$ cat src/source/lc4_macros.svh
`ifndef LC4_MACROS_SVH
`define LC4_MACROS_SVH

// datapath and address width
`define LC4_WORD_W 16

// register file geometry
`define LC4_NUM_REGS 8
`define LC4_REG_SEL_W 3

// opcode field at the top of the instruction word
`define LC4_OPCODE_W 4

// first fetch address out of reset
`define LC4_RESET_PC 16'h8200

`endif

$ cat src/source/lc4_isa_pkg.sv
`include "lc4_macros.svh"

package lc4_isa_pkg;

    // only the opcodes this core executes, everything else decodes as a NOP
    typedef enum logic [`LC4_OPCODE_W-1:0] {
        OP_BR    = 4'b0000,
        OP_ADD   = 4'b0001,
        OP_AND   = 4'b0101,
        OP_LDR   = 4'b0110,
        OP_STR   = 4'b0111,
        OP_CONST = 4'b1001
    } opcode_t;

    typedef enum logic [2:0] {
        ALU_ADD,
        ALU_SUB,
        ALU_AND,
        ALU_OR,
        ALU_ADDI,
        ALU_CONST,
        ALU_MEMADDR,
        ALU_BRTARGET
    } alu_op_t;

    typedef struct packed {
        logic n;
        logic z;
        logic p;
    } nzp_t;

    typedef struct packed {
        logic [`LC4_REG_SEL_W-1:0] r1sel;
        logic [`LC4_REG_SEL_W-1:0] r2sel;
        logic                      r1re;
        logic                      r2re;
        logic [`LC4_REG_SEL_W-1:0] wsel;
        logic                      regfile_we;
        logic                      nzp_we;
        logic                      is_load;
        logic                      is_store;
        logic                      is_branch;
        alu_op_t                   alu_op;
    } ctrl_t;

    // condition code of a 16-bit two's complement value
    function automatic nzp_t nzp_of(input logic [`LC4_WORD_W-1:0] value);
        nzp_t bits;
        bits.n = value[`LC4_WORD_W-1];
        bits.z = (value == '0);
        bits.p = !value[`LC4_WORD_W-1] && (value != '0);
        return bits;
    endfunction

endpackage

$ cat src/source/lc4_pipe_pkg.sv
`include "lc4_macros.svh"

package lc4_pipe_pkg;
    import lc4_isa_pkg::*;

    // code 1 is reserved
    typedef enum logic [1:0] {
        NONE  = 2'd0,
        FLUSH = 2'd2,
        LOAD  = 2'd3
    } stall_t;

    // record that travels D -> X -> M -> W
    typedef struct packed {
        logic [`LC4_WORD_W-1:0] pc;
        logic [`LC4_WORD_W-1:0] insn;
        ctrl_t                  ctrl;
        stall_t                 stall;
    } stage_t;

    typedef enum logic [1:0] {
        REGFILE,
        FROM_M,
        FROM_W
    } fwd_t;

    typedef struct packed {
        stall_t                    stall;
        logic [`LC4_WORD_W-1:0]    pc;
        logic [`LC4_WORD_W-1:0]    insn;
        logic                      regfile_we;
        logic [`LC4_REG_SEL_W-1:0] regfile_wsel;
        logic [`LC4_WORD_W-1:0]    regfile_data;
        logic                      nzp_we;
        nzp_t                      nzp_bits;
        logic                      dmem_we;
        logic [`LC4_WORD_W-1:0]    dmem_addr;
        logic [`LC4_WORD_W-1:0]    dmem_data;
    } retire_t;

    // empty record tagged with why the slot is empty
    function automatic stage_t bubble(input stall_t code);
        stage_t rec;
        rec = '0;
        rec.stall = code;
        return rec;
    endfunction

endpackage

$ cat src/source/lc4_fetch.sv
`timescale 1ns/1ps
`include "lc4_macros.svh"

module lc4_fetch (
    input  logic                   gwe,
    input  logic                   i_rst,
    input  logic [`LC4_WORD_W-1:0] i_insn,
    input  logic                   i_load_stall,
    input  logic                   i_br_taken,
    input  logic [`LC4_WORD_W-1:0] i_br_target,
    output logic [`LC4_WORD_W-1:0] o_pc,
    output logic [`LC4_WORD_W-1:0] o_d_pc,
    output logic [`LC4_WORD_W-1:0] o_d_insn
);

    always_ff @(posedge gwe) begin
        if (i_rst) begin
            o_pc     <= `LC4_RESET_PC;
            o_d_pc   <= '0;
            o_d_insn <= '0;
        end else if (i_br_taken) begin
            // redirect and squash whatever was fetched down the wrong path
            o_pc     <= i_br_target;
            o_d_pc   <= '0;
            o_d_insn <= '0;
        end else if (!i_load_stall) begin
            o_pc     <= o_pc + 1'b1;
            o_d_pc   <= o_pc;
            o_d_insn <= i_insn;
        end
        // on a load-use stall F and D keep their contents
    end

endmodule

$ cat src/source/lc4_decoder.sv
`timescale 1ns/1ps
`include "lc4_macros.svh"

module lc4_decoder
    import lc4_isa_pkg::*;
(
    input  logic [`LC4_WORD_W-1:0] i_insn,
    output ctrl_t                  o_ctrl
);

    opcode_t opcode;
    logic    writes;

    assign opcode = opcode_t'(i_insn[`LC4_WORD_W-1 -: `LC4_OPCODE_W]);

    always_comb begin
        o_ctrl        = '0;
        o_ctrl.r1sel  = i_insn[8:6];
        o_ctrl.r2sel  = i_insn[2:0];
        o_ctrl.wsel   = i_insn[11:9];
        o_ctrl.alu_op = ALU_ADD;
        writes        = 1'b0;
        case (opcode)
            OP_BR: begin
                // empty mask is the NOP
                if (i_insn[11:9] != 3'b000) begin
                    o_ctrl.is_branch = 1'b1;
                    o_ctrl.alu_op    = ALU_BRTARGET;
                end
            end
            OP_ADD: begin
                // ADD, SUB and the imm5 form, MUL and DIV fall through as NOPs
                writes        = i_insn[5] || (i_insn[5:3] == 3'b000) || (i_insn[5:3] == 3'b010);
                o_ctrl.r1re   = writes;
                o_ctrl.r2re   = writes && !i_insn[5];
                o_ctrl.alu_op = i_insn[5] ? ALU_ADDI : (i_insn[4] ? ALU_SUB : ALU_ADD);
            end
            OP_AND: begin
                writes        = (i_insn[5:3] == 3'b000) || (i_insn[5:3] == 3'b010);
                o_ctrl.r1re   = writes;
                o_ctrl.r2re   = writes;
                o_ctrl.alu_op = i_insn[4] ? ALU_OR : ALU_AND;
            end
            OP_LDR: begin
                writes         = 1'b1;
                o_ctrl.r1re    = 1'b1;
                o_ctrl.is_load = 1'b1;
                o_ctrl.alu_op  = ALU_MEMADDR;
            end
            OP_STR: begin
                // store data register sits in the rd field
                o_ctrl.r2sel    = i_insn[11:9];
                o_ctrl.r1re     = 1'b1;
                o_ctrl.r2re     = 1'b1;
                o_ctrl.is_store = 1'b1;
                o_ctrl.alu_op   = ALU_MEMADDR;
            end
            OP_CONST: begin
                writes        = 1'b1;
                o_ctrl.alu_op = ALU_CONST;
            end
            default: begin
                writes = 1'b0;
            end
        endcase
        // every register writer also sets the condition codes
        o_ctrl.regfile_we = writes;
        o_ctrl.nzp_we     = writes;
    end

endmodule

$ cat src/source/lc4_regfile.sv
`timescale 1ns/1ps
`include "lc4_macros.svh"

module lc4_regfile (
    input  logic                      gwe,
    input  logic                      i_rst,
    input  logic [`LC4_REG_SEL_W-1:0] i_rs_sel,
    input  logic [`LC4_REG_SEL_W-1:0] i_rt_sel,
    input  logic [`LC4_REG_SEL_W-1:0] i_wsel,
    input  logic                      i_we,
    input  logic [`LC4_WORD_W-1:0]    i_wdata,
    output logic [`LC4_WORD_W-1:0]    o_rs_data,
    output logic [`LC4_WORD_W-1:0]    o_rt_data
);

    logic [`LC4_WORD_W-1:0] regs [`LC4_NUM_REGS];

    always_ff @(posedge gwe) begin
        if (i_rst) begin
            for (int i = 0; i < `LC4_NUM_REGS; i++) begin
                regs[i] <= '0;
            end
        end else if (i_we) begin
            regs[i_wsel] <= i_wdata;
        end
    end

    // W-stage write is seen by the D-stage read in the same cycle
    assign o_rs_data = (i_we && (i_wsel == i_rs_sel)) ? i_wdata : regs[i_rs_sel];
    assign o_rt_data = (i_we && (i_wsel == i_rt_sel)) ? i_wdata : regs[i_rt_sel];

endmodule

$ cat src/source/lc4_hazard_unit.sv
`timescale 1ns/1ps
`include "lc4_macros.svh"

module lc4_hazard_unit
    import lc4_isa_pkg::*, lc4_pipe_pkg::*;
(
    input  ctrl_t i_d_ctrl,
    input  ctrl_t i_x_ctrl,
    input  ctrl_t i_m_ctrl,
    input  ctrl_t i_w_ctrl,
    output logic  o_load_stall,
    output fwd_t  o_fwd_rs,
    output fwd_t  o_fwd_rt,
    output logic  o_store_fwd
);

    logic rs_dep;
    logic rt_dep;

    // M is younger than W, so it wins when both write the register
    function automatic fwd_t pick_src(input logic re,
                                      input logic [`LC4_REG_SEL_W-1:0] sel,
                                      input ctrl_t m,
                                      input ctrl_t w);
        if (re && m.regfile_we && (m.wsel == sel))
            return FROM_M;
        if (re && w.regfile_we && (w.wsel == sel))
            return FROM_W;
        return REGFILE;
    endfunction

    assign rs_dep = i_d_ctrl.r1re && (i_d_ctrl.r1sel == i_x_ctrl.wsel);
    // store data gets patched later in M from W, no bubble needed
    assign rt_dep = i_d_ctrl.r2re && !i_d_ctrl.is_store && (i_d_ctrl.r2sel == i_x_ctrl.wsel);

    // a branch needs the load's nzp, which only exists once the load is in M
    assign o_load_stall = i_x_ctrl.is_load && (rs_dep || rt_dep || i_d_ctrl.is_branch);

    assign o_fwd_rs = pick_src(i_x_ctrl.r1re, i_x_ctrl.r1sel, i_m_ctrl, i_w_ctrl);
    assign o_fwd_rt = pick_src(i_x_ctrl.r2re, i_x_ctrl.r2sel, i_m_ctrl, i_w_ctrl);

    assign o_store_fwd = i_m_ctrl.is_store && i_w_ctrl.regfile_we &&
                         (i_w_ctrl.wsel == i_m_ctrl.r2sel);

endmodule

$ cat src/source/lc4_alu.sv
`timescale 1ns/1ps
`include "lc4_macros.svh"

module lc4_alu
    import lc4_isa_pkg::*;
(
    input  alu_op_t                i_op,
    input  logic [`LC4_WORD_W-1:0] i_pc,
    input  logic [`LC4_WORD_W-1:0] i_rs,
    input  logic [`LC4_WORD_W-1:0] i_rt,
    input  logic [`LC4_WORD_W-1:0] i_insn,
    output logic [`LC4_WORD_W-1:0] o_result
);

    logic [`LC4_WORD_W-1:0] imm5;
    logic [`LC4_WORD_W-1:0] imm6;
    logic [`LC4_WORD_W-1:0] imm9;

    // sign-extended immediates
    assign imm5 = {{(`LC4_WORD_W-5){i_insn[4]}}, i_insn[4:0]};
    assign imm6 = {{(`LC4_WORD_W-6){i_insn[5]}}, i_insn[5:0]};
    assign imm9 = {{(`LC4_WORD_W-9){i_insn[8]}}, i_insn[8:0]};

    always_comb begin
        case (i_op)
            ALU_ADD:      o_result = i_rs + i_rt;
            ALU_SUB:      o_result = i_rs - i_rt;
            ALU_AND:      o_result = i_rs & i_rt;
            ALU_OR:       o_result = i_rs | i_rt;
            ALU_ADDI:     o_result = i_rs + imm5;
            ALU_CONST:    o_result = imm9;
            ALU_MEMADDR:  o_result = i_rs + imm6;
            // target is relative to the next sequential pc
            ALU_BRTARGET: o_result = i_pc + imm9 + 1'b1;
            default:      o_result = '0;
        endcase
    end

endmodule

$ cat src/source/lc4_execute.sv
`timescale 1ns/1ps
`include "lc4_macros.svh"

module lc4_execute
    import lc4_isa_pkg::*, lc4_pipe_pkg::*;
(
    input  logic                   gwe,
    input  logic                   i_rst,
    input  logic [`LC4_WORD_W-1:0] i_d_pc,
    input  logic [`LC4_WORD_W-1:0] i_d_insn,
    input  ctrl_t                  i_d_ctrl,
    input  logic [`LC4_WORD_W-1:0] i_rs_data,
    input  logic [`LC4_WORD_W-1:0] i_rt_data,
    input  logic                   i_load_stall,
    input  fwd_t                   i_fwd_rs,
    input  fwd_t                   i_fwd_rt,
    input  logic [`LC4_WORD_W-1:0] i_m_result,
    input  logic [`LC4_WORD_W-1:0] i_wb_data,
    input  nzp_t                   i_load_nzp,
    input  logic                   i_m_is_load,
    output stage_t                 o_x_stage,
    output logic [`LC4_WORD_W-1:0] o_x_result,
    output logic [`LC4_WORD_W-1:0] o_x_rt_value,
    output logic                   o_br_taken,
    output logic [`LC4_WORD_W-1:0] o_br_target
);

    // D holds the NOP left behind by reset or a taken branch
    logic                   d_flushed;
    logic [`LC4_WORD_W-1:0] x_rs_q;
    logic [`LC4_WORD_W-1:0] x_rt_q;
    logic [`LC4_WORD_W-1:0] rs_val;
    nzp_t                   nzp_q;

    function automatic logic [`LC4_WORD_W-1:0] bypass(input fwd_t src,
                                                      input logic [`LC4_WORD_W-1:0] rf_val,
                                                      input logic [`LC4_WORD_W-1:0] m_val,
                                                      input logic [`LC4_WORD_W-1:0] w_val);
        case (src)
            FROM_M:  return m_val;
            FROM_W:  return w_val;
            default: return rf_val;
        endcase
    endfunction

    always_ff @(posedge gwe) begin
        if (i_rst) begin
            o_x_stage <= bubble(FLUSH);
            d_flushed <= 1'b1;
        end else begin
            d_flushed <= o_br_taken;
            if (o_br_taken) begin
                o_x_stage <= bubble(FLUSH);
            end else if (i_load_stall) begin
                o_x_stage <= bubble(LOAD);
            end else begin
                o_x_stage <= '{pc: i_d_pc, insn: i_d_insn, ctrl: i_d_ctrl,
                               stall: d_flushed ? FLUSH : NONE};
            end
        end
    end

    always_ff @(posedge gwe) begin
        x_rs_q <= i_rs_data;
        x_rt_q <= i_rt_data;
    end

    assign rs_val       = bypass(i_fwd_rs, x_rs_q, i_m_result, i_wb_data);
    assign o_x_rt_value = bypass(i_fwd_rt, x_rt_q, i_m_result, i_wb_data);

    lc4_alu u_alu (
        .i_op     (o_x_stage.ctrl.alu_op),
        .i_pc     (o_x_stage.pc),
        .i_rs     (rs_val),
        .i_rt     (o_x_rt_value),
        .i_insn   (o_x_stage.insn),
        .o_result (o_x_result)
    );

    // younger ALU result beats an older load finishing in M on the same edge
    always_ff @(posedge gwe) begin
        if (i_rst)
            nzp_q <= nzp_t'(3'b010);
        else if (o_x_stage.ctrl.nzp_we && !o_x_stage.ctrl.is_load)
            nzp_q <= nzp_of(o_x_result);
        else if (i_m_is_load)
            nzp_q <= i_load_nzp;
    end

    assign o_br_taken  = o_x_stage.ctrl.is_branch && |(nzp_q & o_x_stage.insn[11:9]);
    assign o_br_target = o_x_result;

endmodule

$ cat src/source/lc4_mem_wb.sv
`timescale 1ns/1ps
`include "lc4_macros.svh"

module lc4_mem_wb
    import lc4_isa_pkg::*, lc4_pipe_pkg::*;
(
    input  logic                      gwe,
    input  logic                      i_rst,
    input  stage_t                    i_x_stage,
    input  logic [`LC4_WORD_W-1:0]    i_x_result,
    input  logic [`LC4_WORD_W-1:0]    i_x_rt_value,
    input  logic                      i_store_fwd,
    input  logic [`LC4_WORD_W-1:0]    i_dmem_rdata,
    output logic [`LC4_WORD_W-1:0]    o_dmem_addr,
    output logic                      o_dmem_we,
    output logic [`LC4_WORD_W-1:0]    o_dmem_towrite,
    output logic [`LC4_WORD_W-1:0]    o_m_result,
    output ctrl_t                     o_m_ctrl,
    output ctrl_t                     o_w_ctrl,
    output nzp_t                      o_load_nzp,
    output logic                      o_wb_we,
    output logic [`LC4_REG_SEL_W-1:0] o_wb_wsel,
    output logic [`LC4_WORD_W-1:0]    o_wb_data,
    output retire_t                   o_retire
);

    stage_t                 m_stage;
    stage_t                 w_stage;
    logic [`LC4_WORD_W-1:0] m_rt_q;
    logic [`LC4_WORD_W-1:0] w_result_q;
    logic [`LC4_WORD_W-1:0] w_addr_q;
    // loaded word for a load, stored word for a store, zero otherwise
    logic [`LC4_WORD_W-1:0] w_mem_q;

    always_ff @(posedge gwe) begin
        if (i_rst) begin
            m_stage <= bubble(FLUSH);
            w_stage <= bubble(FLUSH);
        end else begin
            m_stage <= i_x_stage;
            w_stage <= m_stage;
        end
    end

    always_ff @(posedge gwe) begin
        o_m_result <= i_x_result;
        m_rt_q     <= i_x_rt_value;
        w_result_q <= o_m_result;
        w_addr_q   <= o_dmem_addr;
        w_mem_q    <= m_stage.ctrl.is_load ? i_dmem_rdata : o_dmem_towrite;
    end

    assign o_dmem_addr = (m_stage.ctrl.is_load || m_stage.ctrl.is_store) ? o_m_result : '0;
    assign o_dmem_we   = m_stage.ctrl.is_store;
    // W holds the instruction just ahead of the store, so its value is the newest
    assign o_dmem_towrite = !m_stage.ctrl.is_store ? '0 :
                            i_store_fwd ? o_wb_data : m_rt_q;
    assign o_load_nzp = m_stage.ctrl.is_load ? nzp_of(i_dmem_rdata) : '0;

    assign o_m_ctrl  = m_stage.ctrl;
    assign o_w_ctrl  = w_stage.ctrl;
    assign o_wb_we   = w_stage.ctrl.regfile_we;
    assign o_wb_wsel = w_stage.ctrl.wsel;
    assign o_wb_data = w_stage.ctrl.is_load ? w_mem_q : w_result_q;

    always_comb begin
        o_retire.stall        = w_stage.stall;
        o_retire.pc           = w_stage.pc;
        o_retire.insn         = w_stage.insn;
        o_retire.regfile_we   = o_wb_we;
        o_retire.regfile_wsel = o_wb_wsel;
        o_retire.regfile_data = o_wb_data;
        o_retire.nzp_we       = w_stage.ctrl.nzp_we;
        o_retire.nzp_bits     = nzp_of(o_wb_data);
        o_retire.dmem_we      = w_stage.ctrl.is_store;
        o_retire.dmem_addr    = w_addr_q;
        o_retire.dmem_data    = w_mem_q;
    end

endmodule

$ cat src/source/lc4_processor.sv
`timescale 1ns/1ps
`include "lc4_macros.svh"

module lc4_processor
    import lc4_isa_pkg::*, lc4_pipe_pkg::*;
(
    input  logic                   gwe,
    input  logic                   i_rst,
    output logic [`LC4_WORD_W-1:0] o_pc,
    input  logic [`LC4_WORD_W-1:0] i_insn,
    output logic [`LC4_WORD_W-1:0] o_dmem_addr,
    output logic                   o_dmem_we,
    output logic [`LC4_WORD_W-1:0] o_dmem_towrite,
    input  logic [`LC4_WORD_W-1:0] i_dmem_rdata,
    output retire_t                o_retire
);

    logic [`LC4_WORD_W-1:0]    d_pc;
    logic [`LC4_WORD_W-1:0]    d_insn;
    ctrl_t                     d_ctrl;
    logic [`LC4_WORD_W-1:0]    rs_data;
    logic [`LC4_WORD_W-1:0]    rt_data;
    logic                      load_stall;
    fwd_t                      fwd_rs;
    fwd_t                      fwd_rt;
    logic                      store_fwd;
    stage_t                    x_stage;
    logic [`LC4_WORD_W-1:0]    x_result;
    logic [`LC4_WORD_W-1:0]    x_rt_value;
    logic                      br_taken;
    logic [`LC4_WORD_W-1:0]    br_target;
    logic [`LC4_WORD_W-1:0]    m_result;
    ctrl_t                     m_ctrl;
    ctrl_t                     w_ctrl;
    nzp_t                      load_nzp;
    logic                      wb_we;
    logic [`LC4_REG_SEL_W-1:0] wb_wsel;
    logic [`LC4_WORD_W-1:0]    wb_data;

    lc4_fetch u_fetch (
        .gwe (gwe), .i_rst (i_rst),
        .i_insn       (i_insn),
        .i_load_stall (load_stall),
        .i_br_taken   (br_taken),
        .i_br_target  (br_target),
        .o_pc         (o_pc),
        .o_d_pc       (d_pc),
        .o_d_insn     (d_insn)
    );

    lc4_decoder u_decoder (
        .i_insn (d_insn),
        .o_ctrl (d_ctrl)
    );

    lc4_regfile u_regfile (
        .gwe (gwe), .i_rst (i_rst),
        .i_rs_sel  (d_ctrl.r1sel),
        .i_rt_sel  (d_ctrl.r2sel),
        .i_wsel    (wb_wsel),
        .i_we      (wb_we),
        .i_wdata   (wb_data),
        .o_rs_data (rs_data),
        .o_rt_data (rt_data)
    );

    lc4_hazard_unit u_hazard (
        .i_d_ctrl     (d_ctrl),
        .i_x_ctrl     (x_stage.ctrl),
        .i_m_ctrl     (m_ctrl),
        .i_w_ctrl     (w_ctrl),
        .o_load_stall (load_stall),
        .o_fwd_rs     (fwd_rs),
        .o_fwd_rt     (fwd_rt),
        .o_store_fwd  (store_fwd)
    );

    lc4_execute u_execute (
        .gwe (gwe), .i_rst (i_rst),
        .i_d_pc (d_pc), .i_d_insn (d_insn), .i_d_ctrl (d_ctrl),
        .i_rs_data (rs_data), .i_rt_data (rt_data),
        .i_load_stall (load_stall),
        .i_fwd_rs (fwd_rs), .i_fwd_rt (fwd_rt),
        .i_m_result (m_result), .i_wb_data (wb_data),
        .i_load_nzp (load_nzp), .i_m_is_load (m_ctrl.is_load),
        .o_x_stage (x_stage), .o_x_result (x_result), .o_x_rt_value (x_rt_value),
        .o_br_taken (br_taken), .o_br_target (br_target)
    );

    lc4_mem_wb u_mem_wb (
        .gwe (gwe), .i_rst (i_rst),
        .i_x_stage (x_stage), .i_x_result (x_result), .i_x_rt_value (x_rt_value),
        .i_store_fwd (store_fwd), .i_dmem_rdata (i_dmem_rdata),
        .o_dmem_addr (o_dmem_addr), .o_dmem_we (o_dmem_we),
        .o_dmem_towrite (o_dmem_towrite),
        .o_m_result (m_result), .o_m_ctrl (m_ctrl), .o_w_ctrl (w_ctrl),
        .o_load_nzp (load_nzp),
        .o_wb_we (wb_we), .o_wb_wsel (wb_wsel), .o_wb_data (wb_data),
        .o_retire (o_retire)
    );

endmodule

$ cat config.mk
export PLATFORM = sky130hd
export DESIGN_NAME = lc4_processor
export DESIGN_NICKNAME = d
export VERILOG_FILES = /design/src/source/lc4_isa_pkg.sv /design/src/source/lc4_pipe_pkg.sv /design/src/source/lc4_fetch.sv /design/src/source/lc4_decoder.sv /design/src/source/lc4_regfile.sv /design/src/source/lc4_hazard_unit.sv /design/src/source/lc4_alu.sv /design/src/source/lc4_execute.sv /design/src/source/lc4_mem_wb.sv /design/src/source/lc4_processor.sv
export VERILOG_INCLUDE_DIRS = /design/src /design/src/source
export SDC_FILE = /design/constraint.sdc
export NUM_CORES = 1
export LEC_CHECK = 0
export ABC_CLOCK_PERIOD_IN_PS = 4800
export BUFFER_PORTS_ARGS = -buffer_cell sky130_fd_sc_hd__buf_2
export CAP_MARGIN = 20
export CELL_PAD_IN_SITES_DETAIL_PLACEMENT = 1
export CELL_PAD_IN_SITES_GLOBAL_PLACEMENT = 2
export CORE_MARGIN = 2
export CORE_UTILIZATION = 25
export DETAILED_ROUTE_END_ITERATION = 7
export HOLD_SLACK_MARGIN = 0.08
export PLACE_DENSITY_LB_ADDON = 0.1
export SLEW_MARGIN = 10
export SYNTH_ARGS = -nofsm -noshare
export SYNTH_HDL_FRONTEND = slang
export SYNTH_SLANG_ARGS = --single-unit
$ cat constraint.sdc
create_clock -name gwe -period 4.8 [get_ports gwe]
set_clock_uncertainty 0.2 [all_clocks]
set_input_delay 0.48 -clock gwe [delete_from_list [all_inputs] [get_ports gwe]]
set_output_delay 0.48 -clock gwe [all_outputs]
set_load 0.005 [all_outputs]
### Yosys cells after proc, flatten, opt, wreduce, memory -nomap -nowiden

Memories as Yosys holds them, arrays and structs flattened. A register that Yosys moved wholly into a read port is not among the register bits.
Cells that the tools add are included.

| storage, ports and cells | value |
|---|---|
| register bits | 299 |
| RAM bits | 128 |
| input port bits | 34 |
| output and inout port bits | 140 |
| logic and storage cells | 184 |
| memories kept | 1 |

| operators by class | value |
|---|---|
| $add $sub $neg | 7 |
| eq/ne operators | 27 |
| multiplexer cells | 52 |
| bitwise gates (word level) | 3 |
| reductions and logical operators | 51 |

Memories:

| name | depth | bits a word | rd ports | clocked after memory_dff | write ports | line | RTL |
|---|---|---|---|---|---|---|---|
| u_regfile.regs | 8 | 16 | 2 | 1 | 8 | lc4_regfile.sv:16 | `` logic [`LC4_WORD_W-1:0] regs [`LC4_NUM_REGS]; `` |

Operators by type and width:

| operator | number |
|---|---|
| two-way mux 16 bit | 10 |
| one-hot mux 16 bit (8 select lines) | 1 |
| adder 16 bit | 4 |
| one-hot mux 16 bit (2 select lines) | 2 |
| zero test 16 bit | 3 |
| nonzero test 16 bit | 3 |
| adder 16 x 1 -> 16 bit, second input constant | 2 |
| == test 3 bit | 9 |
| logical AND 1 bit | 22 |
| two-way mux 3 bit | 7 |
| two-way mux 1 bit | 18 |
| two-way mux 2 bit | 9 |
| AND 16 bit | 1 |
| OR 16 bit | 1 |
| OR reduction 16 bit | 1 |
| subtractor 16 bit | 1 |
| one-hot mux 3 bit (5 select lines) | 1 |
| == test 3 bit, second input constant | 4 |
| == test 4 x 3 -> 1 bit, second input constant | 3 |
| == test 3 x 2 -> 1 bit, second input constant | 3 |
| one-hot mux 1 bit (3 select lines) | 3 |
| zero test 1 bit | 6 |
| zero test 3 bit | 2 |
| logical OR 1 bit | 6 |
| 13 further kinds | 18 |

### Depth between registers and ports, before layout

Gate-level depths: netlist of the first run.

| logic depth | value |
|---|---|
| depth in word-level cells | 13 |
| gate-level depth with buffers | 25 |

### Modules after synthesis

A second synthesis of the first run with hierarchy kept.

| second synthesis, totals | value |
|---|---|
| cell total of the unflattened synthesis | 1919 |
| area, all modules | 21575.7 um2 |

By module, submodules not included:

| module | instances | cells an instance | area an instance (um2) |
|---|---|---|---|
| lc4_regfile | 1 | 445 | 7453.4 |
| lc4_mem_wb | 1 | 463 | 5662.9 |
| lc4_execute | 1 | 305 | 3100.5 |
| lc4_alu | 1 | 412 | 2733.9 |
| lc4_fetch | 1 | 215 | 2037.0 |
| lc4_decoder | 1 | 43 | 294.0 |
| lc4_hazard_unit | 1 | 36 | 294.0 |

### Worst setup path before layout of the first run

Ideal clock, no wire load.

| path | value |
|---|---|
| kind | register to register |
| start point | reg u_mem_wb.w_stage (netlist bit u_mem_wb.o_wb_wsel[1]) |
| end point | reg u_execute.nzp_q[0] (netlist bit) |
| setup time | 0.096 ns |
| data arrival time | 4.789 ns |
| data required time | 4.504 ns |
| path slack | -0.284 ns |
| cell stages (with the launch flop) | 24 |
| clock period less this slack | 5.084 ns |
| cells stage by stage | dfxtp_1 -> buf_4 -> xor2_2 -> nor4_4 -> buf_6 -> mux2i_1 -> o21ai_4 -> nor3_2 -> a21boi_0 -> xor2_1 -> o22ai_1 -> ha_1 -> o21a_1 -> o21a_1 -> a21o_1 -> a21oi_1 -> o211ai_1 -> o21ai_0 -> nand2b_1 -> a21oi_1 -> xor2_1 -> a221oi_2 -> inv_2 -> o41ai_2 |

| between the ends | value |
|---|---|
| word-level cells in the longest chain between the ends | 13 |
| elaborated cells between the ends (all ways) | 31 |
| classes of those cells | add/sub (4); eq/ne (6); mux (14); bitwise (2); reduce/logical (5) |

Ends and longest elaborated chain:

| element | line | RTL |
|---|---|---|
| start, declared | lc4_mem_wb.sv:28 | `stage_t w_stage;` |
| start signal, assigned | lc4_mem_wb.sv:38 | `w_stage <= bubble(FLUSH);` |
| start signal, assigned | lc4_mem_wb.sv:41 | `w_stage <= m_stage;` |
| == test 3 bit * | lc4_hazard_unit.sv:27 | `if (re && w.regfile_we && (w.wsel == sel))` |
| logical AND 1 bit * | lc4_hazard_unit.sv:27 |  |
| two-way mux 1 bit (2 in series) | lc4_hazard_unit.sv:27 |  |
| two-way mux 2 bit * | lc4_hazard_unit.sv:29 | `return REGFILE;` |
| two-way mux 2 bit * | lc4_hazard_unit.sv:27 |  |
| == test 2 bit / == test 2 x 1 -> 1 bit (equally long branches) | lc4_execute.sv:39 | `case (src)` |
| one-hot mux 16 bit (2 select lines) * | lc4_execute.sv:39 |  |
| via u_execute.o_x_rt_value[2] | lc4_execute.sv:23 | `` output logic [`LC4_WORD_W-1:0] o_x_rt_value, `` |
| subtractor 16 bit / adder 16 bit (equally long branches) | lc4_alu.sv:27, lc4_alu.sv:26 |  |
| one-hot mux 16 bit (8 select lines) * | lc4_alu.sv:25 | `case (i_op)` |
| via br_target[15] | lc4_processor.sv:31 | `` logic [`LC4_WORD_W-1:0] br_target; `` |
| nonzero test 16 bit / zero test 1 bit (equally long branches) | lc4_isa_pkg.sv:51 | `` bits.p = !value[`LC4_WORD_W-1] && (value != '0); `` |
| logical AND 1 bit * | lc4_isa_pkg.sv:51 |  |
| two-way mux 3 bit * | lc4_execute.sv:84 | `else if (o_x_stage.ctrl.nzp_we && !o_x_stage.ctrl.is_load)` |
| end signal, assigned | lc4_execute.sv:83 | `nzp_q <= nzp_t'(3'b010);` |
| end signal, assigned | lc4_execute.sv:85 | `nzp_q <= nzp_of(o_x_result);` |
| end signal, assigned | lc4_execute.sv:87 | `nzp_q <= i_load_nzp;` |
| end, declared | lc4_execute.sv:33 | `nzp_t nzp_q;` |

The timed path passes the listed nets; every way through them passes the cells marked *. The select of a mux whose other input is x is not followed.
A chain may end at the register's enable or synchronous reset.

### Worst setup path after layout of the first run

| path | value |
|---|---|
| start point | reg u_mem_wb.w_stage (netlist bit u_mem_wb.o_wb_wsel[0]) |
| end point | reg u_execute.nzp_q[1] (netlist bit) |

| between the ends | value |
|---|---|
| word-level cells in the longest chain between the ends | 12 |
| elaborated cells between the ends (all ways) | 29 |
| classes of those cells | add/sub (4); eq/ne (6); mux (14); bitwise (2); reduce/logical (3) |

Ends and longest elaborated chain:

| element | line | RTL |
|---|---|---|
| == test 3 bit * | lc4_hazard_unit.sv:27 |  |
| logical AND 1 bit * | lc4_hazard_unit.sv:27 |  |
| two-way mux 1 bit (2 in series) | lc4_hazard_unit.sv:27 |  |
| two-way mux 2 bit * | lc4_hazard_unit.sv:29 |  |
| two-way mux 2 bit * | lc4_hazard_unit.sv:27 |  |
| == test 2 bit / == test 2 x 1 -> 1 bit (equally long branches) | lc4_execute.sv:39 |  |
| one-hot mux 16 bit (2 select lines) * | lc4_execute.sv:39 |  |
| via u_execute.o_x_rt_value[1] | lc4_execute.sv:23 |  |
| subtractor 16 bit, or another cell as far along | lc4_alu.sv:27 | `ALU_SUB: o_result = i_rs - i_rt;` |
| one-hot mux 16 bit (8 select lines) * | lc4_alu.sv:25 |  |
| zero test 16 bit * | lc4_isa_pkg.sv:50 | `bits.z = (value == '0);` |
| two-way mux 3 bit * | lc4_execute.sv:84 |  |

Marks and branches as above.

==> results of run 1 <==
per-layer routing:
| layer | track usage | routed length (um) |
|---|---|---|
| met5 | 0 | 0 |
| met3 | 0.0261 | 3000 |
| met2 | 0.362 | 40800 |
| met4 | 0.0502 | 1800 |
| met1 | 0.268 | 36700 |
logic make-up after synthesis:
kind of cell	synth area share
AND/OR/NAND/NOR	0.191
flip-flops	0.503
AO/OA/AOI/OAI	0.111
buffers and inverters	0.0385
multiplexers	0.0912
XOR/XNOR	0.0359
adder cells (fa/ha/maj)	0.0287
metrics by stage:
stage / cell area [um2] / power (mW)
floorplan: 19200 / 5.19
global placement: 22400 / 6.66
detailed placement: 22400 / 6.67
CTS: 24700 / 10.9
global route: 24900 / 11.4
finish: 24900 / 10.9
worst register-to-register path: cells and delay by family (launching register included):
family          cells  cell delay [ps]
compound gates     12             2130
xor+xnor            3              530
fa+ha+maj           1              330
buf+inv             3              490
flops               1              360
mux                 1              240
simple gates        3              620
state kept, by name, summed over array words and instances (netlist names), 32 cells and up, named ones only:
signal               flops
u_regfile.regs         128
u_mem_wb.m_stage        32
u_execute.o_x_stage     46
u_mem_wb.o_retire       33
layout by cell type (no fill, tap or decap), types with 22 or more instances in the layout:
cell type / n
nand3_1: 49
buf_2: 173
clkbuf_16: 54
nand2_1: 230
o22ai_1: 22
inv_1: 34
nor2_1: 244
a311oi_1: 35
and3_1: 27
xor2_1: 33
nor2b_1: 95
mux4_2: 32
a21oi_1: 82
ha_1: 30
buf_4: 212
xnor2_1: 40
and2_1: 38
o21ai_0: 27
edfxtp_1: 128
mux2i_1: 71
dfxtp_1: 286
dlygate4sd3_1: 33
power by group through the flow:
stage	logic (mW)	registers, mW	clock network (mW)
6_report	2.62	4.17	4.08
5_1_grt	2.80	4.20	4.35
4_1_cts	2.55	4.17	4.20
3_5_place_dp	2.43	4.24	0
3_3_place_gp	2.42	4.25	0
2_1_floorplan	1.11	4.09	0
cell type report:
class / instances / area, um2
repair buffers: 426 / 2890
clock buffers: 77 / 1560
fillers: 8591 / 51000
diodes: 1 / 2.50
clock inverters: 16 / 198
inverters: 39 / 151
flip-flops and latches: 418 / 9660
well taps: 1030 / 1290
multi-input cells: 1336 / 9180
timing repair:
| item | 4_1_cts | 5_1_grt |
|---|---|---|
| buffers inserted | 10 | 11 |
| endpoints found under the hold margin | 48 | 0 |
| setup endpoints to repair | 10 | 14 |
| pin swaps | 20 | 24 |
| gates resized for setup | 31 | 36 |
| hold buffers | 33 | 0 |
worst paths after layout:
path / endpoint / slack, ps / cells past startpoint
worst max register to register: u_execute.nzp_q[1] / -200 / 23
worst min-delay path: u_mem_wb.m_stage[1] / 210 / 1
worst min register to register: u_mem_wb.m_stage[1] / 210 / 1
worst max-delay path: u_execute.nzp_q[1] / -200 / 23
==> flow_summary.yaml, run 1 <==
floorplan:
  die_y_um: 281
  num_rows: 101
  die_w_um: 281
  num_io_pins: 174
  initial_core_util: 0.253
  dieArea_um2: 79000
  coreArea_um2: 75900
grt:
  overflow: 0
  grt_pass1_wl_mm: 118
  antenna_found_initial: 2
  grt_usage: 0.206
  grt_pass1_vias: 16867
  grt_max_degree: 73
logic_synthesis:
  async_flop_share: 0
  syn_area_um2: 19200
  synth-edff-count: 128
  synth_warnings: 0
  synth.distinct_cells: 84
  avgSynthCellArea_um2: 9.94
  yosys-top-cells-count: "dfxtp_1, nor2_1, nand2_1"
  synthTopCellsByArea: "dfxtp_1, edfxtp_1, nor2_1"
  synthCells: 1931
  ys_seq_elements: 418
  synth-seq-area-share: 0.503
  synth_top_area_cell: "dfxtp_1"
  synth_nets: 1999
  synth_top_area_frac: 0.303
  ys.flop_type: "dfxtp_1"
  synth.most_common_cell: "dfxtp_1"
timing:
  drv_slew: 0
  rsz0062_at_grt: "yes"
  layout_setup_ws_ps: -198
  finalSetupViolCount: 7
  hold_viol: 0
  post-route-min-period_ps: 5000
  fin_tns_setup_ps: -751
  hold_ws_ps: 209
  worstMarginPinSlew_ps: 1030
  relSlewSlack: 0.313
  max_freq_mhz: 200
  timing.final.crit_share: 1.04
worst_hold_path:
  hp-class: "flop to flop"
  hold_start: "u_execute.o_x_stage[1]"
final_layout:
  finalNonFillerCells: 3343
  nets: 2340
  syn2layout_area_growth_pct: 29.9
  final_layout_size_suffix_gt1_frac: 0.270
  fin_util: 0.328
worst_setup_path:
  crit_chain: "xor2_4, nor4_4, buf_4, mux2i_2, o21ai_2, buf_6, nor3_4, a21boi_2, xor2_1, o22ai_1, ha_1, o21a_1, o21a_1, a21o_1, a21oi_2, o211ai_1, o21ai_1, nand2b_1, a21oi_2, xor2_1, a221oi_2, buf_4, a311o_1"
  worst_setup_path_end_kind: "flop"
  start_kind: "flop"
  startpoint: "u_mem_wb.o_wb_wsel[0]"
  path_delay_family: "compound AO/OA/AOI/OAI gates"
  critPathMaxFanout: 3
  slowest_delay_ps: 360
  path_buf_inv: 3
  crit_arrival_ps: 5280
  critPathKind: "flop to flop"
  crit_slowest_cell: "dfxtp_4"
  r2r_start: "u_mem_wb.o_wb_wsel[0]"
  crit_required_ps: 5090
clock_tree:
  clkLatencyLatePin_ps: 610
  clock_sinks: 418
  clockRootBuffer: "clkbuf_16"
  path_clk_slew_ps: 60
  cts_made_buffers: 51
  tritoncts: "done"
  clk_path_buf_depth: 3
  cts_htree_levels: 2
pwr:
  p_int_mw: 7.40
  swShare: 0.319
  pwr-share-seq: 0.384
  net-switching-power_mw: 3.46
  p_comb_frac: 0.241
  clock_power_share: 0.375
  peakVddDrop_mv: 0.253
  power_leakage_nw: 10.4
  power_density_nw_per_um2: 436
placed_design:
  detailedPlace.worstSlack_ps: -474
  port_buffers: 173
  gp_congestion: 0.876
  place_hpwl_mm: 59.5
  dpl.cell_count: 3197
drt:
  firstDrtPassIters: 5
  drtIter0Drc: 801
  vias: 16024
  wl_per_cell_um: 24.6
  viasPerCell: 4.79
  drc: 0
  antenna_left: 0
  wl_mm: 82.3
status:
  status: "finished, violations left"
  violations: "setup timing"
job:
  maxCapViolCount: 0
(Power assumes the default switching activity.)
==> inputs of run 2 (changes only) <==
- CORE_ASPECT_RATIO: unset -> 0.6
- GPL_TIMING_DRIVEN: unset -> 0
==> run 2 against run 1 <==
  * The flow still finishes with violations (setup timing)
  * Largest cell class unchanged
  * Combinational power down 2%
  * Power fell by 4.1%
  * Largest power group unchanged
  * Critical path depth up 1
  * Non-clock buffer count down 14
  * Sequential share of layout area increased by 0.64 points
  * First-iteration DRC count is 74% higher
  * Worst setup slack lost 300 ps
  * Maximum frequency decreased by 5.7%
  * Die area about the same
  * Sequential cell count unchanged
==> flow_summary.yaml, run 2 (synthesized netlist as in run 1, its figures left out) <==
clock_tree:
  cts_htree_levels: 2
  clockRootBuffer: "clkbuf_16"
  clock_sinks: 418
  tritoncts: "done"
  clk_path_buf_depth: 3
  cts_made_buffers: 45
  path_clk_slew_ps: 70
  clkLatencyLatePin_ps: 610
pwr:
  net-switching-power_mw: 3.47
  p_comb_frac: 0.246
  clock_power_share: 0.355
  pwr-share-seq: 0.399
  p_int_mw: 6.95
  peakVddDrop_mv: 0.215
  power_leakage_nw: 9.97
  total_power_mw: 10.4
  power_density_nw_per_um2: 424
  swShare: 0.333
final_layout:
  layout_commonest_cell: "dfxtp_1"
  final_cell_mix: "dfxtp_1, nor2_1, nand2_1"
  postLayoutCellArea_um2: 24600
  largest_reg_flops: 128
  syn2layout_area_growth_pct: 28.1
  nets: 2320
  finalNonFillerCells: 3291
  final_layout_size_suffix_gt1_frac: 0.235
  nFillCells: 8563
  largest_register: "u_regfile.regs"
floorplan:
  initial_core_util: 0.253
  die_w_um: 362
  coreArea_um2: 75700
  dieArea_um2: 79000
  num_rows: 78
  num_io_pins: 174
  die_y_um: 219
placed_design:
  place_hpwl_mm: 69.2
  port_buffers: 172
  detailedPlace.worstSlack_ps: -2420
  gp_congestion: 0.865
  dpl_cell_area_um2: 21400
  dpl.cell_count: 3105
timing:
  hold_viol: 0
  rsz0062_at_grt: "yes"
  max_freq_mhz: 189
  worstMarginPinSlew_ps: 1220
  finalSetupViolCount: 12
  relSlewSlack: 0.186
  timing.final.crit_share: 1.10
  post-route-min-period_ps: 5300
  drv_slew: 0
  layout_setup_ws_ps: -502
drt:
  vias: 16341
  drc: 0
  firstDrtPassIters: 5
  wl_per_cell_um: 26.6
  drtIter0Drc: 1390
  antenna_left: 0
  wl_mm: 87.6
  viasPerCell: 4.97
worst_setup_path:
  reg2reg_depth: 24
  crit_required_ps: 5110
  crit_arrival_ps: 5610
  worstReg2RegEnd: "u_execute.nzp_q[0]"
  r2r_start: "u_execute.o_x_stage[16]"
  r2r_slack_ps: -500
  start_kind: "flop"
  critPathMaxFanout: 5
  critPathKind: "flop to flop"
  worst_setup_path_end_kind: "flop"
grt:
  grt_pass1_vias: 16508
  antenna_found_initial: 6
  grt_max_degree: 17
  grt_pass1_wl_mm: 123
  overflow: 0
  grt_usage: 0.219
worst_hold_path:
  hp-class: "input pin to flop"
  hold_depth: 2
  hold_start: "i_dmem_rdata[15]"
  hold_path_end: "u_mem_wb.w_mem_q[15]"
status:
  status: "finished, violations left"
  violations: "setup timing"
job:
  maxCapViolCount: 0
==> run 2: through the flow <==
stage	setup TNS (ps)	hold slack, ps	util
floorplan	-312	155	-
detailed placement	-44280	200	0.282
global placement	-43970	187	0.282
CTS	-3430	82.3	0.317
global route	-6760	120	0.324
finish	-3680	167	0.325
==> run 2: layout make-up <==
type / instances / area (um2) / area share
flip-flops and latches: 418 / 9680 / 0.394
multi-input cells: 1336 / 9450 / 0.384
repair buffers: 278 / 1870 / 0.0761
clock buffers: 64 / 1340 / 0.0544
well taps: 1000 / 1250 / 0.0509
plain buffers: 134 / 628 / 0.0256
clock inverters: 19 / 198 / 0.00804
inverters: 39 / 155 / 0.00631
diodes: 3 / 7.51 / 0.000305
==> run 2: timing repair <==
action	CTS	global route
pin swaps	41	58
hold buffers	31	0
endpoints found under the hold margin	34	0
endpoints found under the setup margin	33	21
buffers inserted	41	30
gates resized for setup	93	86
==> run 2: worst max-delay path by stage <==
stage | start | to | slack [ps] | cells past startpoint
final | u_execute.o_x_stage[16] | u_execute.nzp_q[0] | -500 | 24
after global routing | u_execute.o_x_stage[16] | u_execute.nzp_q[0] | -750 | 24
after CTS | u_mem_wb.o_wb_wsel[1] | u_execute.nzp_q[1] | -500 | 23
after detailed placement | u_execute.o_x_stage[29] | u_execute.nzp_q[0] | -2420 | 19
after global placement | u_execute.o_x_stage[29] | u_execute.nzp_q[0] | -2420 | 19
after floorplan | u_mem_wb.o_wb_wsel[0] | u_execute.nzp_q[1] | -170 | 24
==> run 2: metal layers <==
metal | track usage | wire length (um) | vias to the layer above
met1 | 0.365 | 48300 | 8333
met5 | 0 | 13 | -
met3 | 0.0624 | 7830 | 78
li1 | - | - | 7434
met4 | 0.0401 | 1220 | 2
met2 | 0.265 | 30200 | 494
==> run 2: power groups by stage <==
stage / clock (mW) / combinational (mW) / sequential [mW]
after floorplan: 0 / 1.11 / 4.09
after global placement: 0 / 1.96 / 4.23
final: 3.70 / 2.56 / 4.16
after global routing: 3.93 / 2.73 / 4.19
after detailed placement: 0 / 1.97 / 4.23
after CTS: 3.79 / 2.30 / 4.16
==> run 2: critical path, stage by stage, from the launching register on <==
cell and delay (ps):
dfxtp_4 370, xor2_4 210, nor4_4 340, buf_6 200, buf_6 120, mux2i_4 260, o21ai_4 80, nor3_4 160
a21boi_2 210, xor2_1 210, o22ai_1 120, ha_2 330, o21a_1 190, o21a_1 190, a21o_1 200, a21oi_4 180
o211ai_1 130, o21ai_1 190, nand2b_1 190, a21oi_2 240, xor2_2 120, a221oi_4 310, buf_12 170, inv_6 30
o41ai_2 240
